`config.mk`:
```
export PLATFORM = sky130hd
export DESIGN_NAME = unicore_fabric
export DESIGN_NICKNAME = d
export VERILOG_FILES = /design/src/fabric_pkg.sv /design/src/dev_decode.sv /design/src/fabric_ctrl.sv /design/src/cfg_slice.sv /design/src/clint_slice.sv /design/src/unicore_fabric.sv
export SDC_FILE = /design/constraint.sdc
export NUM_CORES = 1
export LEC_CHECK = 0
export CAP_MARGIN = 20
export CORE_ASPECT_RATIO = 1.5
export CORE_MARGIN = 10
export CORE_UTILIZATION = 58
export DETAILED_ROUTE_END_ITERATION = 6
export DONT_BUFFER_PORTS = 1
export PLACE_DENSITY = 0.76
export SLEW_MARGIN = 10
export SYNTH_ARGS = -nofsm -noshare
export SYNTH_HDL_FRONTEND = slang
export SYNTH_HIERARCHICAL = 1
export SYNTH_SLANG_ARGS = --single-unit
```
`constraint.sdc`:
```
create_clock -name clk_i -period 5.95 [get_ports clk_i]
set_input_delay 1.4875 -clock clk_i [delete_from_list [all_inputs] [get_ports clk_i]]
set_output_delay 1.4875 -clock clk_i [all_outputs]
set_load 0.01 [all_outputs]
```
`src/fabric_pkg.sv`:
```
//################################################
// Shared widths, address map and types of the command fabric
// Only local addresses below DRAM_BASE can reach a device
//################################################
package fabric_pkg;

  // Requester side
  localparam int NUM_SRC  = 2;
  localparam int SRC_ID_W = 1;

  // Command payload
  localparam int ADDR_W = 32;
  localparam int DATA_W = 64;

  // Local address fields
  localparam int TILE_MSB = 29;
  localparam int TILE_LSB = 22;
  localparam int DEV_MSB  = 21;
  localparam int DEV_LSB  = 18;
  localparam int REG_MSB  = 5;
  localparam int REG_LSB  = 3;

  typedef logic [ADDR_W-1:0]            addr_t;
  typedef logic [DATA_W-1:0]            data_t;
  typedef logic [TILE_MSB-TILE_LSB:0]   core_id_t;
  typedef logic [REG_MSB-REG_LSB:0]     reg_idx_t;
  typedef logic [SRC_ID_W-1:0]          src_id_t;

  // Anything at or above this is DRAM, host or another core
  localparam addr_t DRAM_BASE = 32'h8000_0000;

  // Device field codes
  localparam logic [DEV_MSB-DEV_LSB:0] DEV_ID_CLINT = 4'd1;
  localparam logic [DEV_MSB-DEV_LSB:0] DEV_ID_CFG   = 4'd2;

  // Configuration registers, 8 bytes apart
  localparam reg_idx_t CFG_REG_SCRATCH = 3'd0;
  localparam reg_idx_t CFG_REG_FREEZE  = 3'd1;
  localparam reg_idx_t CFG_REG_CORE_ID = 3'd2;

  // Core-local interrupt registers
  localparam reg_idx_t CLINT_REG_MTIME    = 3'd0;
  localparam reg_idx_t CLINT_REG_MTIMECMP = 3'd1;
  localparam reg_idx_t CLINT_REG_MSIP     = 3'd2;

  typedef enum logic [1:0]
  {
    DEV_CFG      = 2'd0,
    DEV_CLINT    = 2'd1,
    DEV_LOOPBACK = 2'd2
  } dev_e;

  // One transaction at a time
  typedef enum logic [1:0]
  {
    ST_IDLE   = 2'd0,
    ST_ACCESS = 2'd1,
    ST_RESP   = 2'd2
  } fabric_state_e;

endpackage

```
`src/dev_decode.sv`:
```
//################################################
// Address to device decode, purely combinational
// Other tiles and unmapped devices fall to loopback
//################################################
`timescale 1ns/100ps

module dev_decode
  (input  fabric_pkg::addr_t       req_addr_i
   , input  fabric_pkg::core_id_t  core_id_i
   , output fabric_pkg::dev_e      dev_sel_o
   );

  import fabric_pkg::*;

  logic [DEV_MSB-DEV_LSB:0] dev_field;
  core_id_t                 tile_field;
  logic                     is_local;
  logic                     is_my_tile;

  assign dev_field  = req_addr_i[DEV_MSB:DEV_LSB];
  assign tile_field = req_addr_i[TILE_MSB:TILE_LSB];

  // Local space sits below the DRAM base
  assign is_local   = (req_addr_i < DRAM_BASE);
  assign is_my_tile = is_local && (tile_field == core_id_i);

  always_comb
  begin
    dev_sel_o = DEV_LOOPBACK;
    if (is_my_tile)
    begin
      if (dev_field == DEV_ID_CFG)
      begin
        dev_sel_o = DEV_CFG;
      end
      else if (dev_field == DEV_ID_CLINT)
      begin
        dev_sel_o = DEV_CLINT;
      end
    end
  end

endmodule

```
`src/fabric_ctrl.sv`:
```
//################################################
// Round-robin arbiter and serialized transaction FSM
// One command in flight, response two cycles after accept
// Responses hold until the issuing requester takes them
//################################################
`timescale 1ns/100ps

module fabric_ctrl
  (input                                                 clk_i
   , input                                               arst_n_i

   , input        [fabric_pkg::NUM_SRC-1:0]              cmd_v_i
   , output logic [fabric_pkg::NUM_SRC-1:0]              cmd_ready_o
   , input  fabric_pkg::addr_t [fabric_pkg::NUM_SRC-1:0] cmd_addr_i
   , input        [fabric_pkg::NUM_SRC-1:0]              cmd_wr_i
   , input  fabric_pkg::data_t [fabric_pkg::NUM_SRC-1:0] cmd_wdata_i

   , output logic [fabric_pkg::NUM_SRC-1:0]              resp_v_o
   , input        [fabric_pkg::NUM_SRC-1:0]              resp_ready_i
   , output fabric_pkg::data_t [fabric_pkg::NUM_SRC-1:0] resp_rdata_o
   , output logic [fabric_pkg::NUM_SRC-1:0]              resp_err_o

   , output fabric_pkg::addr_t                           req_addr_o
   , input  fabric_pkg::dev_e                            dev_sel_i

   , output fabric_pkg::reg_idx_t                        req_reg_o
   , output logic                                        req_wr_o
   , output fabric_pkg::data_t                           req_wdata_o
   , output logic                                        cfg_v_o
   , output logic                                        clint_v_o
   , input  fabric_pkg::data_t                           cfg_rdata_i
   , input  fabric_pkg::data_t                           clint_rdata_i
   );

  import fabric_pkg::*;

  fabric_state_e state_q;
  src_id_t       ptr_q;
  src_id_t       src_q;
  src_id_t       other_idx;
  src_id_t       grant_idx;
  logic          grant_v;
  addr_t         addr_q;
  logic          wr_q;
  data_t         wdata_q;
  logic          err_q;
  data_t         sel_rdata;

  assign other_idx = ptr_q + 1'b1;

  // Pointer holder first, then the other requester
  always_comb
  begin
    grant_idx = ptr_q;
    grant_v   = 1'b0;
    if (cmd_v_i[ptr_q])
    begin
      grant_v = 1'b1;
    end
    else if (cmd_v_i[other_idx])
    begin
      grant_idx = other_idx;
      grant_v   = 1'b1;
    end
  end

  always_comb
  begin
    cmd_ready_o = '0;
    if ((state_q == ST_IDLE) && grant_v)
    begin
      cmd_ready_o[grant_idx] = 1'b1;
    end
  end

  always_ff @(posedge clk_i or negedge arst_n_i)
  begin
    if (!arst_n_i)
    begin
      state_q <= ST_IDLE;
      ptr_q   <= '0;
      src_q   <= '0;
      err_q   <= 1'b0;
    end
    else
    begin
      case (state_q)
        ST_IDLE:
        begin
          if (grant_v)
          begin
            src_q   <= grant_idx;
            ptr_q   <= grant_idx + 1'b1;
            state_q <= ST_ACCESS;
          end
        end
        ST_ACCESS:
        begin
          err_q   <= (dev_sel_i == DEV_LOOPBACK);
          state_q <= ST_RESP;
        end
        ST_RESP:
        begin
          if (resp_ready_i[src_q])
          begin
            state_q <= ST_IDLE;
          end
        end
        default:
        begin
          state_q <= ST_IDLE;
        end
      endcase
    end
  end

  // Granted command payload
  always_ff @(posedge clk_i)
  begin
    if ((state_q == ST_IDLE) && grant_v)
    begin
      addr_q  <= cmd_addr_i[grant_idx];
      wr_q    <= cmd_wr_i[grant_idx];
      wdata_q <= cmd_wdata_i[grant_idx];
    end
  end

  assign req_addr_o  = addr_q;
  assign req_reg_o   = addr_q[REG_MSB:REG_LSB];
  assign req_wr_o    = wr_q;
  assign req_wdata_o = wdata_q;

  // Single-cycle strobe to the decoded slice
  assign cfg_v_o   = (state_q == ST_ACCESS) && (dev_sel_i == DEV_CFG);
  assign clint_v_o = (state_q == ST_ACCESS) && (dev_sel_i == DEV_CLINT);

  // Writes and loopback answer zero
  always_comb
  begin
    sel_rdata = '0;
    if (!wr_q && !err_q)
    begin
      case (dev_sel_i)
        DEV_CFG:   sel_rdata = cfg_rdata_i;
        DEV_CLINT: sel_rdata = clint_rdata_i;
        default:   sel_rdata = '0;
      endcase
    end
  end

  always_comb
  begin
    resp_v_o     = '0;
    resp_rdata_o = '0;
    resp_err_o   = '0;
    if (state_q == ST_RESP)
    begin
      resp_v_o[src_q]     = 1'b1;
      resp_rdata_o[src_q] = sel_rdata;
      resp_err_o[src_q]   = err_q;
    end
  end

  // Only one requester accepted, and it is the one answered two cycles later
  a_ready_onehot: assert property (@(posedge clk_i) disable iff (!arst_n_i)
    $rose(|resp_v_o) |-> (resp_v_o == $past(cmd_v_i & cmd_ready_o, 2)));

  // Slice read data must not move under a stalled response
  a_resp_hold: assert property (@(posedge clk_i) disable iff (!arst_n_i)
    |(resp_v_o & ~resp_ready_i) |=> (resp_v_o == $past(resp_v_o))
      && $stable(resp_rdata_o) && $stable(resp_err_o));

endmodule

```
`src/cfg_slice.sv`:
```
//################################################
// Configuration registers: scratch, freeze, core identity
// Identity is sampled from cord_i while reset is held
//################################################
`timescale 1ns/100ps

module cfg_slice
  (input                           clk_i
   , input                         arst_n_i

   , input                         cfg_v_i
   , input  fabric_pkg::reg_idx_t  req_reg_i
   , input                         req_wr_i
   , input  fabric_pkg::data_t     req_wdata_i
   , input  fabric_pkg::core_id_t  cord_i

   , output fabric_pkg::data_t     rdata_o
   , output logic                  freeze_o
   , output fabric_pkg::core_id_t  core_id_o
   );

  import fabric_pkg::*;

  data_t    scratch_q;
  logic     freeze_q;
  core_id_t core_id_q;
  data_t    rdata_q;

  always_ff @(posedge clk_i or negedge arst_n_i)
  begin
    if (!arst_n_i)
    begin
      scratch_q <= '0;
      freeze_q  <= 1'b1;
    end
    else if (cfg_v_i && req_wr_i)
    begin
      case (req_reg_i)
        CFG_REG_SCRATCH: scratch_q <= req_wdata_i;
        CFG_REG_FREEZE:  freeze_q  <= req_wdata_i[0];
        default:         ;
      endcase
    end
  end

  always_ff @(posedge clk_i)
  begin
    if (!arst_n_i)
    begin
      core_id_q <= cord_i;
    end
  end

  // Read data holds until the next read strobe
  always_ff @(posedge clk_i)
  begin
    if (cfg_v_i && !req_wr_i)
    begin
      case (req_reg_i)
        CFG_REG_SCRATCH: rdata_q <= scratch_q;
        CFG_REG_FREEZE:  rdata_q <= data_t'(freeze_q);
        CFG_REG_CORE_ID: rdata_q <= data_t'(core_id_q);
        default:         rdata_q <= '0;
      endcase
    end
  end

  assign rdata_o   = rdata_q;
  assign freeze_o  = freeze_q;
  assign core_id_o = core_id_q;

endmodule

```
`src/clint_slice.sv`:
```
//################################################
// Core-local timer and software interrupt
// mtime runs on clk_i and stops while frozen
//################################################
`timescale 1ns/100ps

module clint_slice
  (input                           clk_i
   , input                         arst_n_i

   , input                         clint_v_i
   , input  fabric_pkg::reg_idx_t  req_reg_i
   , input                         req_wr_i
   , input  fabric_pkg::data_t     req_wdata_i
   , input                         freeze_i

   , output fabric_pkg::data_t     rdata_o
   , output logic                  timer_irq_o
   , output logic                  software_irq_o
   );

  import fabric_pkg::*;

  data_t mtime_q;
  data_t mtimecmp_q;
  logic  msip_q;
  logic  timer_irq_q;
  data_t rdata_q;
  logic  wr_en;

  assign wr_en = clint_v_i && req_wr_i;

  always_ff @(posedge clk_i or negedge arst_n_i)
  begin
    if (!arst_n_i)
    begin
      mtime_q     <= '0;
      mtimecmp_q  <= '1;
      msip_q      <= 1'b0;
      timer_irq_q <= 1'b0;
    end
    else
    begin
      // A write to mtime wins over the count
      if (wr_en && (req_reg_i == CLINT_REG_MTIME))
      begin
        mtime_q <= req_wdata_i;
      end
      else if (!freeze_i)
      begin
        mtime_q <= mtime_q + 64'd1;
      end
      if (wr_en && (req_reg_i == CLINT_REG_MTIMECMP))
      begin
        mtimecmp_q <= req_wdata_i;
      end
      if (wr_en && (req_reg_i == CLINT_REG_MSIP))
      begin
        msip_q <= req_wdata_i[0];
      end
      timer_irq_q <= (mtime_q >= mtimecmp_q);
    end
  end

  always_ff @(posedge clk_i)
  begin
    if (clint_v_i && !req_wr_i)
    begin
      case (req_reg_i)
        CLINT_REG_MTIME:    rdata_q <= mtime_q;
        CLINT_REG_MTIMECMP: rdata_q <= mtimecmp_q;
        CLINT_REG_MSIP:     rdata_q <= data_t'(msip_q);
        default:            rdata_q <= '0;
      endcase
    end
  end

  assign rdata_o        = rdata_q;
  assign timer_irq_o    = timer_irq_q;
  assign software_irq_o = msip_q;

  // Compare is registered, so look one cycle back
  a_no_irq_at_max_cmp: assert property (@(posedge clk_i) disable iff (!arst_n_i)
    (&mtimecmp_q) && $past(&mtimecmp_q) |-> !timer_irq_o);

endmodule

```
`src/unicore_fabric.sv`:
```
//################################################
// Command fabric top: two requesters, cfg, clint, loopback
// Serialized, one transaction open at a time
//################################################
`timescale 1ns/100ps

module unicore_fabric
  (input                                                 clk_i
   , input                                               arst_n_i
   , input  fabric_pkg::core_id_t                        cord_i

   , input        [fabric_pkg::NUM_SRC-1:0]              cmd_v_i
   , output logic [fabric_pkg::NUM_SRC-1:0]              cmd_ready_o
   , input  fabric_pkg::addr_t [fabric_pkg::NUM_SRC-1:0] cmd_addr_i
   , input        [fabric_pkg::NUM_SRC-1:0]              cmd_wr_i
   , input  fabric_pkg::data_t [fabric_pkg::NUM_SRC-1:0] cmd_wdata_i

   , output logic [fabric_pkg::NUM_SRC-1:0]              resp_v_o
   , input        [fabric_pkg::NUM_SRC-1:0]              resp_ready_i
   , output fabric_pkg::data_t [fabric_pkg::NUM_SRC-1:0] resp_rdata_o
   , output logic [fabric_pkg::NUM_SRC-1:0]              resp_err_o

   , output logic                                        timer_irq_o
   , output logic                                        software_irq_o
   , output logic                                        freeze_o
   );

  import fabric_pkg::*;

  addr_t    req_addr;
  dev_e     dev_sel;
  core_id_t core_id;
  reg_idx_t req_reg;
  logic     req_wr;
  data_t    req_wdata;
  logic     cfg_v;
  logic     clint_v;
  data_t    cfg_rdata;
  data_t    clint_rdata;

  fabric_ctrl ctrl
    (.clk_i(clk_i)
     ,.arst_n_i(arst_n_i)
     ,.cmd_v_i(cmd_v_i)
     ,.cmd_ready_o(cmd_ready_o)
     ,.cmd_addr_i(cmd_addr_i)
     ,.cmd_wr_i(cmd_wr_i)
     ,.cmd_wdata_i(cmd_wdata_i)
     ,.resp_v_o(resp_v_o)
     ,.resp_ready_i(resp_ready_i)
     ,.resp_rdata_o(resp_rdata_o)
     ,.resp_err_o(resp_err_o)
     ,.req_addr_o(req_addr)
     ,.dev_sel_i(dev_sel)
     ,.req_reg_o(req_reg)
     ,.req_wr_o(req_wr)
     ,.req_wdata_o(req_wdata)
     ,.cfg_v_o(cfg_v)
     ,.clint_v_o(clint_v)
     ,.cfg_rdata_i(cfg_rdata)
     ,.clint_rdata_i(clint_rdata)
     );

  dev_decode decode
    (.req_addr_i(req_addr)
     ,.core_id_i(core_id)
     ,.dev_sel_o(dev_sel)
     );

  cfg_slice cfgs
    (.clk_i(clk_i)
     ,.arst_n_i(arst_n_i)
     ,.cfg_v_i(cfg_v)
     ,.req_reg_i(req_reg)
     ,.req_wr_i(req_wr)
     ,.req_wdata_i(req_wdata)
     ,.cord_i(cord_i)
     ,.rdata_o(cfg_rdata)
     ,.freeze_o(freeze_o)
     ,.core_id_o(core_id)
     );

  // Freeze from cfg also stops the time counter
  clint_slice clints
    (.clk_i(clk_i)
     ,.arst_n_i(arst_n_i)
     ,.clint_v_i(clint_v)
     ,.req_reg_i(req_reg)
     ,.req_wr_i(req_wr)
     ,.req_wdata_i(req_wdata)
     ,.freeze_i(freeze_o)
     ,.rdata_o(clint_rdata)
     ,.timer_irq_o(timer_irq_o)
     ,.software_irq_o(software_irq_o)
     );

endmodule

```
**Word level (Yosys, flattened, before mapping)**

Cells that the tools add are included.

- $add $sub $neg: 3
- $lt $le $gt $ge: 8
- Equal/unequal tests: 12
- Muxes and demuxes: 38
- Bitwise logic cells: 2
- Reduce and logical (&&, ||, !) cells: 23

Operators by type and width:

| kind | number |
|---|---|
| 64-bit 2-to-1 mux | 6 |
| 64-bit one-hot mux with 3 select lines | 2 |
| 128-bit AND | 1 |
| 128-bit 2-to-1 mux | 1 |
| 64-bit one-hot mux with 2 select lines | 1 |
| 64-bit by 1-bit adder with 64-bit output (second input constant) | 1 |
| 64-bit demux with 1-bit select | 1 |
| 64-bit >= comparator | 1 |
| 32-bit 2-to-1 mux | 2 |
| 32-bit < comparator (second input constant) | 1 |
| 2-bit 2-to-1 mux | 8 |
| 1-bit logical AND | 14 |
| 1-bit 2-to-1 mux | 14 |
| 8-bit equality test | 1 |
| 1-bit by 2-bit < comparator with 1-bit output (second input constant) | 4 |
| 2-bit AND reduction | 4 |
| 2-bit by 1-bit inequality test with 1-bit output (second input constant) | 3 |
| 2-bit one-hot mux with 3 select lines | 1 |
| 2-bit by 1-bit equality test with 1-bit output (second input constant) | 2 |
| 2-bit equality test (second input constant) | 2 |
| 4-bit by 1-bit equality test with 1-bit output (second input constant) | 1 |
| 4-bit by 2-bit equality test with 1-bit output (second input constant) | 1 |
| 2-bit logical NOT | 2 |
| 3-bit by 1-bit equality test with 1-bit output (second input constant) | 1 |
| 7 further kinds | 11 |

- Flip-flop bits (word level): 433
- Input bits: 208
- Output and inout bits: 137
- Word-level logic and storage cells: 102

**Longest topological paths before layout**

Gate-level depths: netlist of the first run.

- Depth after elaboration: 10
- Gate-level depth with buffers: 13

**By module**

Netlist of the first run, hierarchy kept.

By module, submodules not included:

| module | instances | cells an instance | area each (um^2) |
|---|---|---|---|
| clint_slice | 1 | 1007 | 10232.3 |
| fabric_ctrl | 1 | 452 | 5709.2 |
| cfg_slice | 1 | 297 | 5175.0 |
| dev_decode | 1 | 16 | 122.6 |

**Worst setup path before layout of the first run**

Ideal clock, no wire load.

- Kind: reg-to-reg
- From: register cfgs.core_id_q[5], in the netlist cfgs/core_id_o[5]
- To: register clints.rdata_q[0], in the netlist clints/rdata_o[0] (enable)
- Library setup time: 0.493 ns
- Data arrival time: 5.046 ns
- Required time: 5.457 ns
- Slack: 0.411 ns
- Cell stages (with the launch flop): 9
- Path buffers: 3
- Clock period less this slack: 5.539 ns
- Cells stage by stage: edfxtp_1 > xor2_1 > or4_1 > nor4_1 > clkbuf_1 > buf_2 > buf_2 > nor3b_1 > nor2b_1

- Cells in the longest elaborated chain, start to end: 6

Ends and longest elaborated chain:

| item | line | RTL |
|---|---|---|
| start, declared | cfg_slice.sv:26 | `core_id_t core_id_q;` |
| start signal, assigned | cfg_slice.sv:50 | `core_id_q <= cord_i;` |
| 8-bit equality test | dev_decode.sv:25 | `assign is_my_tile = is_local && (tile_field == core_id_i);` |
| 1-bit logical AND | dev_decode.sv:25 |  |
| 2-bit 2-to-1 mux | dev_decode.sv:30 | `if (is_my_tile)` |
| net dev_sel[0] | unicore_fabric.sv:31 | `dev_e dev_sel;` |
| 2-bit by 1-bit equality test with 1-bit output | fabric_ctrl.sv:135 | `assign clint_v_o = (state_q == ST_ACCESS) && (dev_sel_i == DEV_CLINT);` |
| 1-bit logical AND | fabric_ctrl.sv:135 |  |
| net clint_v | unicore_fabric.sv:37 | `logic clint_v;` |
| 1-bit logical AND | clint_slice.sv:67 | `if (clint_v_i && !req_wr_i)` |
| end signal, assigned | clint_slice.sv:70 | `CLINT_REG_MTIME: rdata_q <= mtime_q;` |
| end signal, assigned | clint_slice.sv:71 | `CLINT_REG_MTIMECMP: rdata_q <= mtimecmp_q;` |
| end signal, assigned | clint_slice.sv:72 | `CLINT_REG_MSIP: rdata_q <= data_t'(msip_q);` |
| end, declared | clint_slice.sv:28 | `data_t rdata_q;` |

The timed path passes the listed nets, and every way through them passes these cells.
A chain may end at the register's enable or synchronous reset.

==> impl_metrics.toml, run 1 <==
[flow_run]
maxCapViolCount = 0

[floorplanning]
chipWidth_um = 173.8
dieHeight_um = 250.7
coreArea_sq_mm = 0.03510
design.die.area_sq_mm = 0.04357
row_count = 84
pin_count = 345
initial_core_util = 0.5862

[final_layout]
nNetsFinal = 1978
layout-drive-gt1-share = 0.1824
diodes = 0
fin_cells = 2211
syn_to_final_growth_pct = 8.348

[worst_hold_path]
hold_depth = 1
worstHoldPathType = "flop to flop"

[clocking]
cts_tree = "yes"
cts_buffers = 41
cts.path.max_buffers = 3
clkSinkCount = 417
clk_pin_slew_worst_paths_ns = 0.06
cts.repair.resized = 0
clock_latency_ns = 0.55
cts_setup_buffers = 0
ctsHoldBuffers = 0
h-tree-depth = 2
cts-root-buf = "clkbuf_16"

[placed_design]
portBuffers = 0
dp_slack_ns = 1.395
dp.final_hpwl_um = 31240
place_congestion = 0.8279
dpl.cell_count = 2135

[global_routing]
grt_usage = 0.2076
grt_pass1_wl_um = 73240
grt_max_degree = 202
grt_pass1_vias = 13720
antenna_found_initial = 0
grt.overflow.total = 0

[drt]
antenna_left = 0
vias = 13030
drt-initial-drc-count = 846
postRouteWirelength_um = 46590
drt_pass1_iterations = 7
drc = 0
viasPerCell = 5.891
wl_per_cell_um = 21.07

[timing]
grt_setup_unrepaired = "false"
max_slew_margin = 0.2759
slew_viol_final = 0
setup_tns_ns = 0
final.setup_skew_ns = 0.01564
final-hold-violation-count = 0
timing.final.ws_setup_ns = 0.8284
period_needed_ns = 5.122
whs_ns = 0.4875
tightest_slew_ns = 1.086
clock.fmax_ghz = 0.1953
fin_crit_sh = 0.8608
finalSetupViolCount = 0

[critical_path]
cp_max_fo = 54
crit_path_end_kind = "output port"
critical_path_arrival_ns = 3.63
critPathRequiredTime_ns = 4.46
r2r_cells = 9
path_class = "flop to output port"
start_kind = "flop"

[logic_synthesis]
synthCells = 1740
synth_area_per_cell_sq_um = 11.83
syn-num-nets = 2013
yosysWarnings = 6
syn-cell-area_sq_mm = 0.02058

[pwr]
power_leakage_nw = 8.689
power_density_mw_per_mm2 = 318.7
ir_worst_vdd_mv = 0.2981

[status]
status = "completed"
sequential cells by signal, summed over array words and instances, names as in the netlist:
signal / count
cfgs/scratch_q: 64
clints/mtime_q: 64
clints/rdata_o: 64
ctrl/err_q: 1
ctrl/src_q: 1
cfgs/freeze_o: 1
ctrl/ptr_q: 1
clints/mtimecmp_q: 64
clints/software_irq_o: 1
ctrl/req_addr_o: 16
cfgs/rdata_o: 64
clints/timer_irq_o: 1
ctrl/req_wdata_o: 64
ctrl/req_wr_o: 1
cfgs/core_id_o: 8
ctrl/state_q: 2
power breakdown:
part | total [mW] | internal (mW) | switching, mW
clock network | 2.73 | 1.63 | 1.10
logic | 0.762 | 0.304 | 0.458
registers | 3.61 | 3.36 | 0.251
critical path, cell delays in order (launching register included):
cell and delay, ns:
edfxtp_1 0.40, xor2_1 0.18, or4_1 0.45, or4_1 0.60, nor3_1 0.38, nand2_2 0.28
buf_4 0.44, nor2_1 0.32
through the flow:
step           total power [mW]  utilization  instance area (sq um)
2_1_floorplan             4.165            -                  20580
3_3_place_gp              4.401       0.5941                  20850
3_5_place_dp              4.434       0.5946                  20870
4_1_cts                   7.152       0.6352                  22300
5_1_grt                   7.334       0.6352                  22300
6_report                  7.106       0.6352                  22300
cells in the final DEF, fill, tap and decap left out, types with 15 or more instances in the layout:
master and count:
o21ai_0 74, edfxtp_1 217, nor3_1 18, xor2_1 19, mux2_4 30, xnor2_1 53, nand2_1 106, and2_1 62
nand3_1 29, a22o_1 63, nor2_1 228, a21oi_1 90, nand4_1 19, clkbuf_16 43, buf_4 15, mux2i_1 75
ha_1 65, mux2_2 114, inv_1 80, dfrtp_1 135, dfstp_2 65
area by class of cell:
| type | count | area, sq um |
|---|---|---|
| Clock buffer | 55 | 1151 |
| Sequential cell | 417 | 11600 |
| Fill cell | 2658 | 12810 |
| Multi-Input combinational cell | 1147 | 8223 |
| Timing Repair Buffer | 17 | 152.6 |
| Clock inverter | 21 | 271.5 |
| Inverter | 81 | 304.0 |
| Tap cell | 473 | 591.8 |
worst paths after layout:
kind | slack [ns] | to | from
hold reg to reg | 0.49 | cfgs/scratch_q[31]$_DFFE_PN0P_ | cfgs/scratch_q[31]$_DFFE_PN0P_
max in group asynchronous | 4.66 | clints/mtime_q[40]$_DFFE_PN0P_ | arst_n_i
setup reg to reg | 1.61 | clints/mtime_q[28]$_DFFE_PN0P_ | cfgs/core_id_o[5]$_DFFE_PN_
min in group asynchronous | 0.64 | cfgs/scratch_q[26]$_DFFE_PN0P_ | arst_n_i
setup / recovery | 0.83 | resp_rdata_o[63] | cfgs/core_id_o[5]$_DFFE_PN_
hold / removal | 0.49 | cfgs/scratch_q[31]$_DFFE_PN0P_ | cfgs/scratch_q[31]$_DFFE_PN0P_
layer usage:
layer  global-route usage  vias to the layer above  share of wire
met3              0.03283                       86          0.047
met4              0.07397                        0          0.027
li1                     -                     6081              -
met5                    0                        -              0
met2               0.3990                      406           0.55
met1               0.2227                     6453           0.37
No activity file was read; power rests on OpenSTA's default activity.
==> run 2, diff against run 1 <==
Settings changed: CORE_UTILIZATION 58 to 64, PLACE_DENSITY 0.76 to 0.8.
Clock period 5.95 ns to 5.4 ns, I/O delays scaled along.
==> impl_metrics.toml, run 2 (synthesized netlist as in run 1, its figures left out) <==
[status]
status = "completed"

[critical_path]
path_class = "flop to output port"
cp_max_fo = 53
r2r_cells = 9
cp-startpoint = "cfgs/core_id_o[5]$_DFFE_PN_"
crit_path_end_kind = "output port"
start_kind = "flop"
rr_endpoint = "clints/mtimecmp_q[27]$_DFFE_PN1P_"
rrSetupSlack_ns = 1.51
reg2reg_from = "cfgs/core_id_o[5]$_DFFE_PN_"
critical_path_arrival_ns = 3.67
critPathRequiredTime_ns = 4.05
crit_end = "resp_rdata_o[60]"

[timing]
max_slew_margin = 0.3202
final.setup_skew_ns = 0.01630
grt_setup_unrepaired = "false"
finalSetupViolCount = 0
slew_viol_final = 0
clock.fmax_ghz = 0.1993
period_needed_ns = 5.016
timing.final.ws_setup_ns = 0.3836
final-hold-violation-count = 0
tightest_slew_ns = 0.9940
setup_tns_ns = 0
fin_crit_sh = 0.9290

[floorplanning]
pin_count = 345
chipWidth_um = 166.4
row_count = 80
dieHeight_um = 239.6
coreArea_sq_mm = 0.03183
design.die.area_sq_mm = 0.03987
initial_core_util = 0.6465

[final_layout]
fillers = 2221
nNetsFinal = 1979
utilization = 0.6952
seq_area_sq_mm = 0.01160
multi_input_area_sq_mm = 0.008223
stdcell_area_sq_mm = 0.02213
final_common_cell = "nor2_1"
mostFrequentLayoutCells = "228 x nor2_1, 217 x edfxtp_1, 135 x dfrtp_1"
layout-drive-gt1-share = 0.1790
syn_to_final_growth_pct = 7.539
diodes = 0

[drt]
vias = 13010
antenna_left = 0
drt-initial-drc-count = 807
drt_pass1_iterations = 6
postRouteWirelength_um = 46740
drc = 0
wl_per_cell_um = 21.77
viasPerCell = 6.057

[placed_design]
place_congestion = 0.8648
portBuffers = 0
placed_area_sq_mm = 0.02081
dp_slack_ns = 0.9580
dp.final_hpwl_um = 31370

[global_routing]
antenna_found_initial = 1
grt.overflow.total = 0
grt_pass1_vias = 13800
grt_pass1_wl_um = 73500
grt_usage = 0.2277
grt_max_degree = 202

[clocking]
cts.path.max_buffers = 3
clk_pin_slew_worst_paths_ns = 0.06
cts_buffers = 40
cts.repair.resized = 0
ctsHoldBuffers = 0
h-tree-depth = 2
cts_tree = "yes"
clock_latency_ns = 0.54
cts-root-buf = "clkbuf_16"
cts_setup_buffers = 0
clkSinkCount = 417

[flow_run]
maxCapViolCount = 0

[pwr]
power.total_mw = 7.658
power_leakage_nw = 8.636
power_density_mw_per_mm2 = 346.0
ir_worst_vdd_mv = 0.3057

[worst_hold_path]
worstHoldPathType = "flop to flop"
[run 2: cell types whose count changed in the layout (fill, tap and decap cells not counted), sizes merged]
cell	change
bufinv	-2
clkbuf	-1
buf	+2
[run 2: final cells by class]
class | instances | area share
flip-flops and latches | 417 | 0.5243
inverters | 81 | 0.01374
multi-input cells | 1147 | 0.3716
well taps | 410 | 0.02318
clock buffers | 54 | 0.04992
clock inverters | 19 | 0.009725
repair buffers | 19 | 0.007576
[run 2: layer usage]
layer,up-vias,part of all wire,wire length [um],GRT usage
met3,93,0.051,2376,0.03855
met4,0,0.035,1652,0.08989
li1,6090,-,-,-
met5,-,0,0,0
met2,396,0.55,25690,0.4332
met1,6426,0.36,17030,0.2438
[run 2: worst min-delay path by stage]
stage,from,endpoint,slack [ns],cells past startpoint
floorplan,cfgs/scratch_q[31]$_DFFE_PN0P_,cfgs/scratch_q[31]$_DFFE_PN0P_,0.45,1
global placement,cfgs/scratch_q[31]$_DFFE_PN0P_,cfgs/scratch_q[31]$_DFFE_PN0P_,0.46,1
detailed placement,cfgs/scratch_q[4]$_DFFE_PN0P_,cfgs/scratch_q[4]$_DFFE_PN0P_,0.48,1
CTS,arst_n_i,cfgs/scratch_q[34]$_DFFE_PN0P_,0.49,0
global route,arst_n_i,cfgs/scratch_q[34]$_DFFE_PN0P_,0.50,0
finish,cfgs/scratch_q[13]$_DFFE_PN0P_,cfgs/scratch_q[13]$_DFFE_PN0P_,0.50,1
[run 2: stage by stage]
| step | hold WS, ns | instances |
|---|---|---|
| after floorplan | 0.4489 | 1740 |
| after global placement | 0.4586 | 2074 |
| after detailed placement | 0.4843 | 2074 |
| after CTS | 0.4887 | 2147 |
| after global routing | 0.4988 | 2147 |
| final | 0.4960 | 2147 |
[run 2: worst max-delay path, cell delays in order, from the launching register on]
cell and delay, ns:
edfxtp_1 0.42, xor2_1 0.19, or4_1 0.43, or4_1 0.60
nor3_1 0.39, nand2_2 0.30, buf_4 0.44, nor2_1 0.30
[run 2: report_power, final]
part | switching, mW | internal (mW) | total [mW]
sequential | 0.282 | 3.71 | 3.99
clock | 1.19 | 1.64 | 2.83
combinational | 0.507 | 0.334 | 0.841
==> run 3, diff against run 2 <==
Settings changed: PLACE_DENSITY 0.8 to 0.9.
==> impl_metrics.toml, run 3 (synthesized netlist as in run 1, its figures left out) <==
[timing]
final-hold-violation-count = 0
grt_setup_unrepaired = "false"
period_needed_ns = 5.023
tightest_slew_ns = 1.062
clock.fmax_ghz = 0.1991
max_slew_margin = 0.2904
slew_viol_final = 0
finalSetupViolCount = 0
final.setup_skew_ns = 0.02435
fin_crit_sh = 0.9302
setup_tns_ns = 0

[global_routing]
grt_use_met3 = 0.04134
grt.busiest_layer = "met2"
grt_pass1_wl_um = 77000
met1_usage = 0.2518
grt_util_met2 = 0.4427
grt.overflow.total = 0
grt_usage = 0.2369
antenna_found_initial = 1
grt_max_degree = 202
grt_pass1_vias = 14540

[drt]
drt-initial-drc-count = 1169
drc = 0
antenna_left = 0
postRouteWirelength_um = 49440
vias = 13580
drt_pass1_iterations = 5
wl_per_cell_um = 23.04
viasPerCell = 6.326

[critical_path]
cpPeakStageDelay_ns = 0.60
crit_path_end_kind = "output port"
slowest_stage = "or4_1"
rr_endpoint = "clints/mtimecmp_q[33]$_DFFE_PN1P_"
start_kind = "flop"
path_class = "flop to output port"
r2r_cells = 9
crit_family = "simple AND/OR/NAND/NOR gates"
rrSetupSlack_ns = 1.30
cp_common_cell = "or4_1"
critPathRequiredTime_ns = 4.05
cp_max_fo = 54
path_cells = "xor2_1 -> or4_1 -> or4_1 -> nor3_1 -> nand2_2 -> buf_4 -> nor2_1"
critical_path_arrival_ns = 3.67
reg2reg_from = "cfgs/core_id_o[5]$_DFFE_PN_"
path_buf_inv = 1

[final_layout]
multi_input_area_sq_mm = 0.008223
layout-drive-gt1-share = 0.1833
nNetsFinal = 1978
seq_area_sq_mm = 0.01160
fillers = 2029
syn_to_final_growth_pct = 8.062
mostFrequentLayoutCells = "228 x nor2_1, 217 x edfxtp_1, 135 x dfrtp_1"
final_common_cell = "nor2_1"

[clocking]
clk_pin_slew_worst_paths_ns = 0.06
ctsHoldBuffers = 0
cts.repair.resized = 0
cts-root-buf = "clkbuf_16"
clkSinkCount = 417
cts.path.max_buffers = 3
cts_buffers = 39
cts_setup_buffers = 0
clock_latency_ns = 0.54
cts_tree = "yes"
h-tree-depth = 2

[floorplanning]
dieHeight_um = 239.6
design.die.area_sq_mm = 0.03987
pin_count = 345
row_count = 80
initial_core_util = 0.6465
chipWidth_um = 166.4
coreArea_sq_mm = 0.03183

[pwr]
ir_worst_vdd_mv = 0.3353
power.total_mw = 7.871
power_leakage_nw = 8.696
power_density_mw_per_mm2 = 354.0

[placed_design]
portBuffers = 0
place_congestion = 0.8782
dp.final_hpwl_um = 32150

[worst_hold_path]
min_from = "cfgs/scratch_q[39]$_DFFE_PN0P_"
hold_depth = 1
hold_end = "cfgs/scratch_q[39]$_DFFE_PN0P_"
worstHoldPathType = "flop to flop"

[status]
status = "completed"

[flow_run]
maxCapViolCount = 0
==> run 3: changes by cell type in the layout (fill, tap and decap cells not counted), sizes merged <==
cell,change
diode,+1
inv,-3
bufinv,+2
clkbuf,-1
==> run 3: routing by layer <==
layer / vias to the layer above / share of wire
li1: 6072 / -
met1: 6754 / 0.35
met2: 607 / 0.54
met3: 142 / 0.065
met4: 0 / 0.042
met5: - / 0
==> run 3: worst register-to-register path: cells and delay by family (launching register included) <==
family,cells,cell delay [ns]
XOR/XNOR,1,0.18
buffers and inverters,2,0.94
AND/OR/NAND/NOR,5,2.37
AO/OA/AOI/OAI,1,0.12
flip-flops,1,0.41
==> run 3: how the worst max path moves through the flow <==
stage,end,slack [ns],start,depth (start not counted)
final,resp_rdata_o[124],0.38,cfgs/core_id_o[5]$_DFFE_PN_,7
after global routing,resp_rdata_o[124],0.21,cfgs/core_id_o[5]$_DFFE_PN_,7
after CTS,resp_rdata_o[19],0.39,cfgs/core_id_o[5]$_DFFE_PN_,7
after detailed placement,resp_rdata_o[26],0.99,cfgs/core_id_o[5]$_DFFE_PN_,7
after global placement,resp_rdata_o[63],1.03,cfgs/core_id_o[5]$_DFFE_PN_,7
after floorplan,cfgs/rdata_o[0]$_DFFE_PP_,0.31,cfgs/core_id_o[5]$_DFFE_PN_,5
==> run 3: final cells by class <==
class / instances / area share
repair buffers: 19 / 0.007540
diodes: 1 / 0.0001125
clock buffers: 53 / 0.05283
well taps: 410 / 0.02307
flip-flops and latches: 417 / 0.5217
multi-input cells: 1147 / 0.3698
inverters: 81 / 0.01367
clock inverters: 18 / 0.01125
==> run 3: report_power, final <==
group	internal [mW]	switching, mW
sequential	3.71	0.289
combinational	0.335	0.509
clock	1.82	1.21
total	5.86	2.01
==> run 3: metrics by stage <==
| stage | setup WS (ns) | hold slack [ns] | util | instances | cell area, sq um |
|---|---|---|---|---|---|
| finish | 0.3769 | 0.4984 | 0.6986 | 2146 | 22240 |
| floorplan | 0.3131 | 0.4489 | - | 1740 | 20580 |
| global route | 0.2075 | 0.4919 | 0.6986 | 2146 | 22240 |
| detailed placement | 0.9943 | 0.4807 | 0.6538 | 2074 | 20810 |
| global placement | 1.025 | 0.4586 | 0.6538 | 2074 | 20810 |
| CTS | 0.3916 | 0.4869 | 0.6985 | 2145 | 22240 |
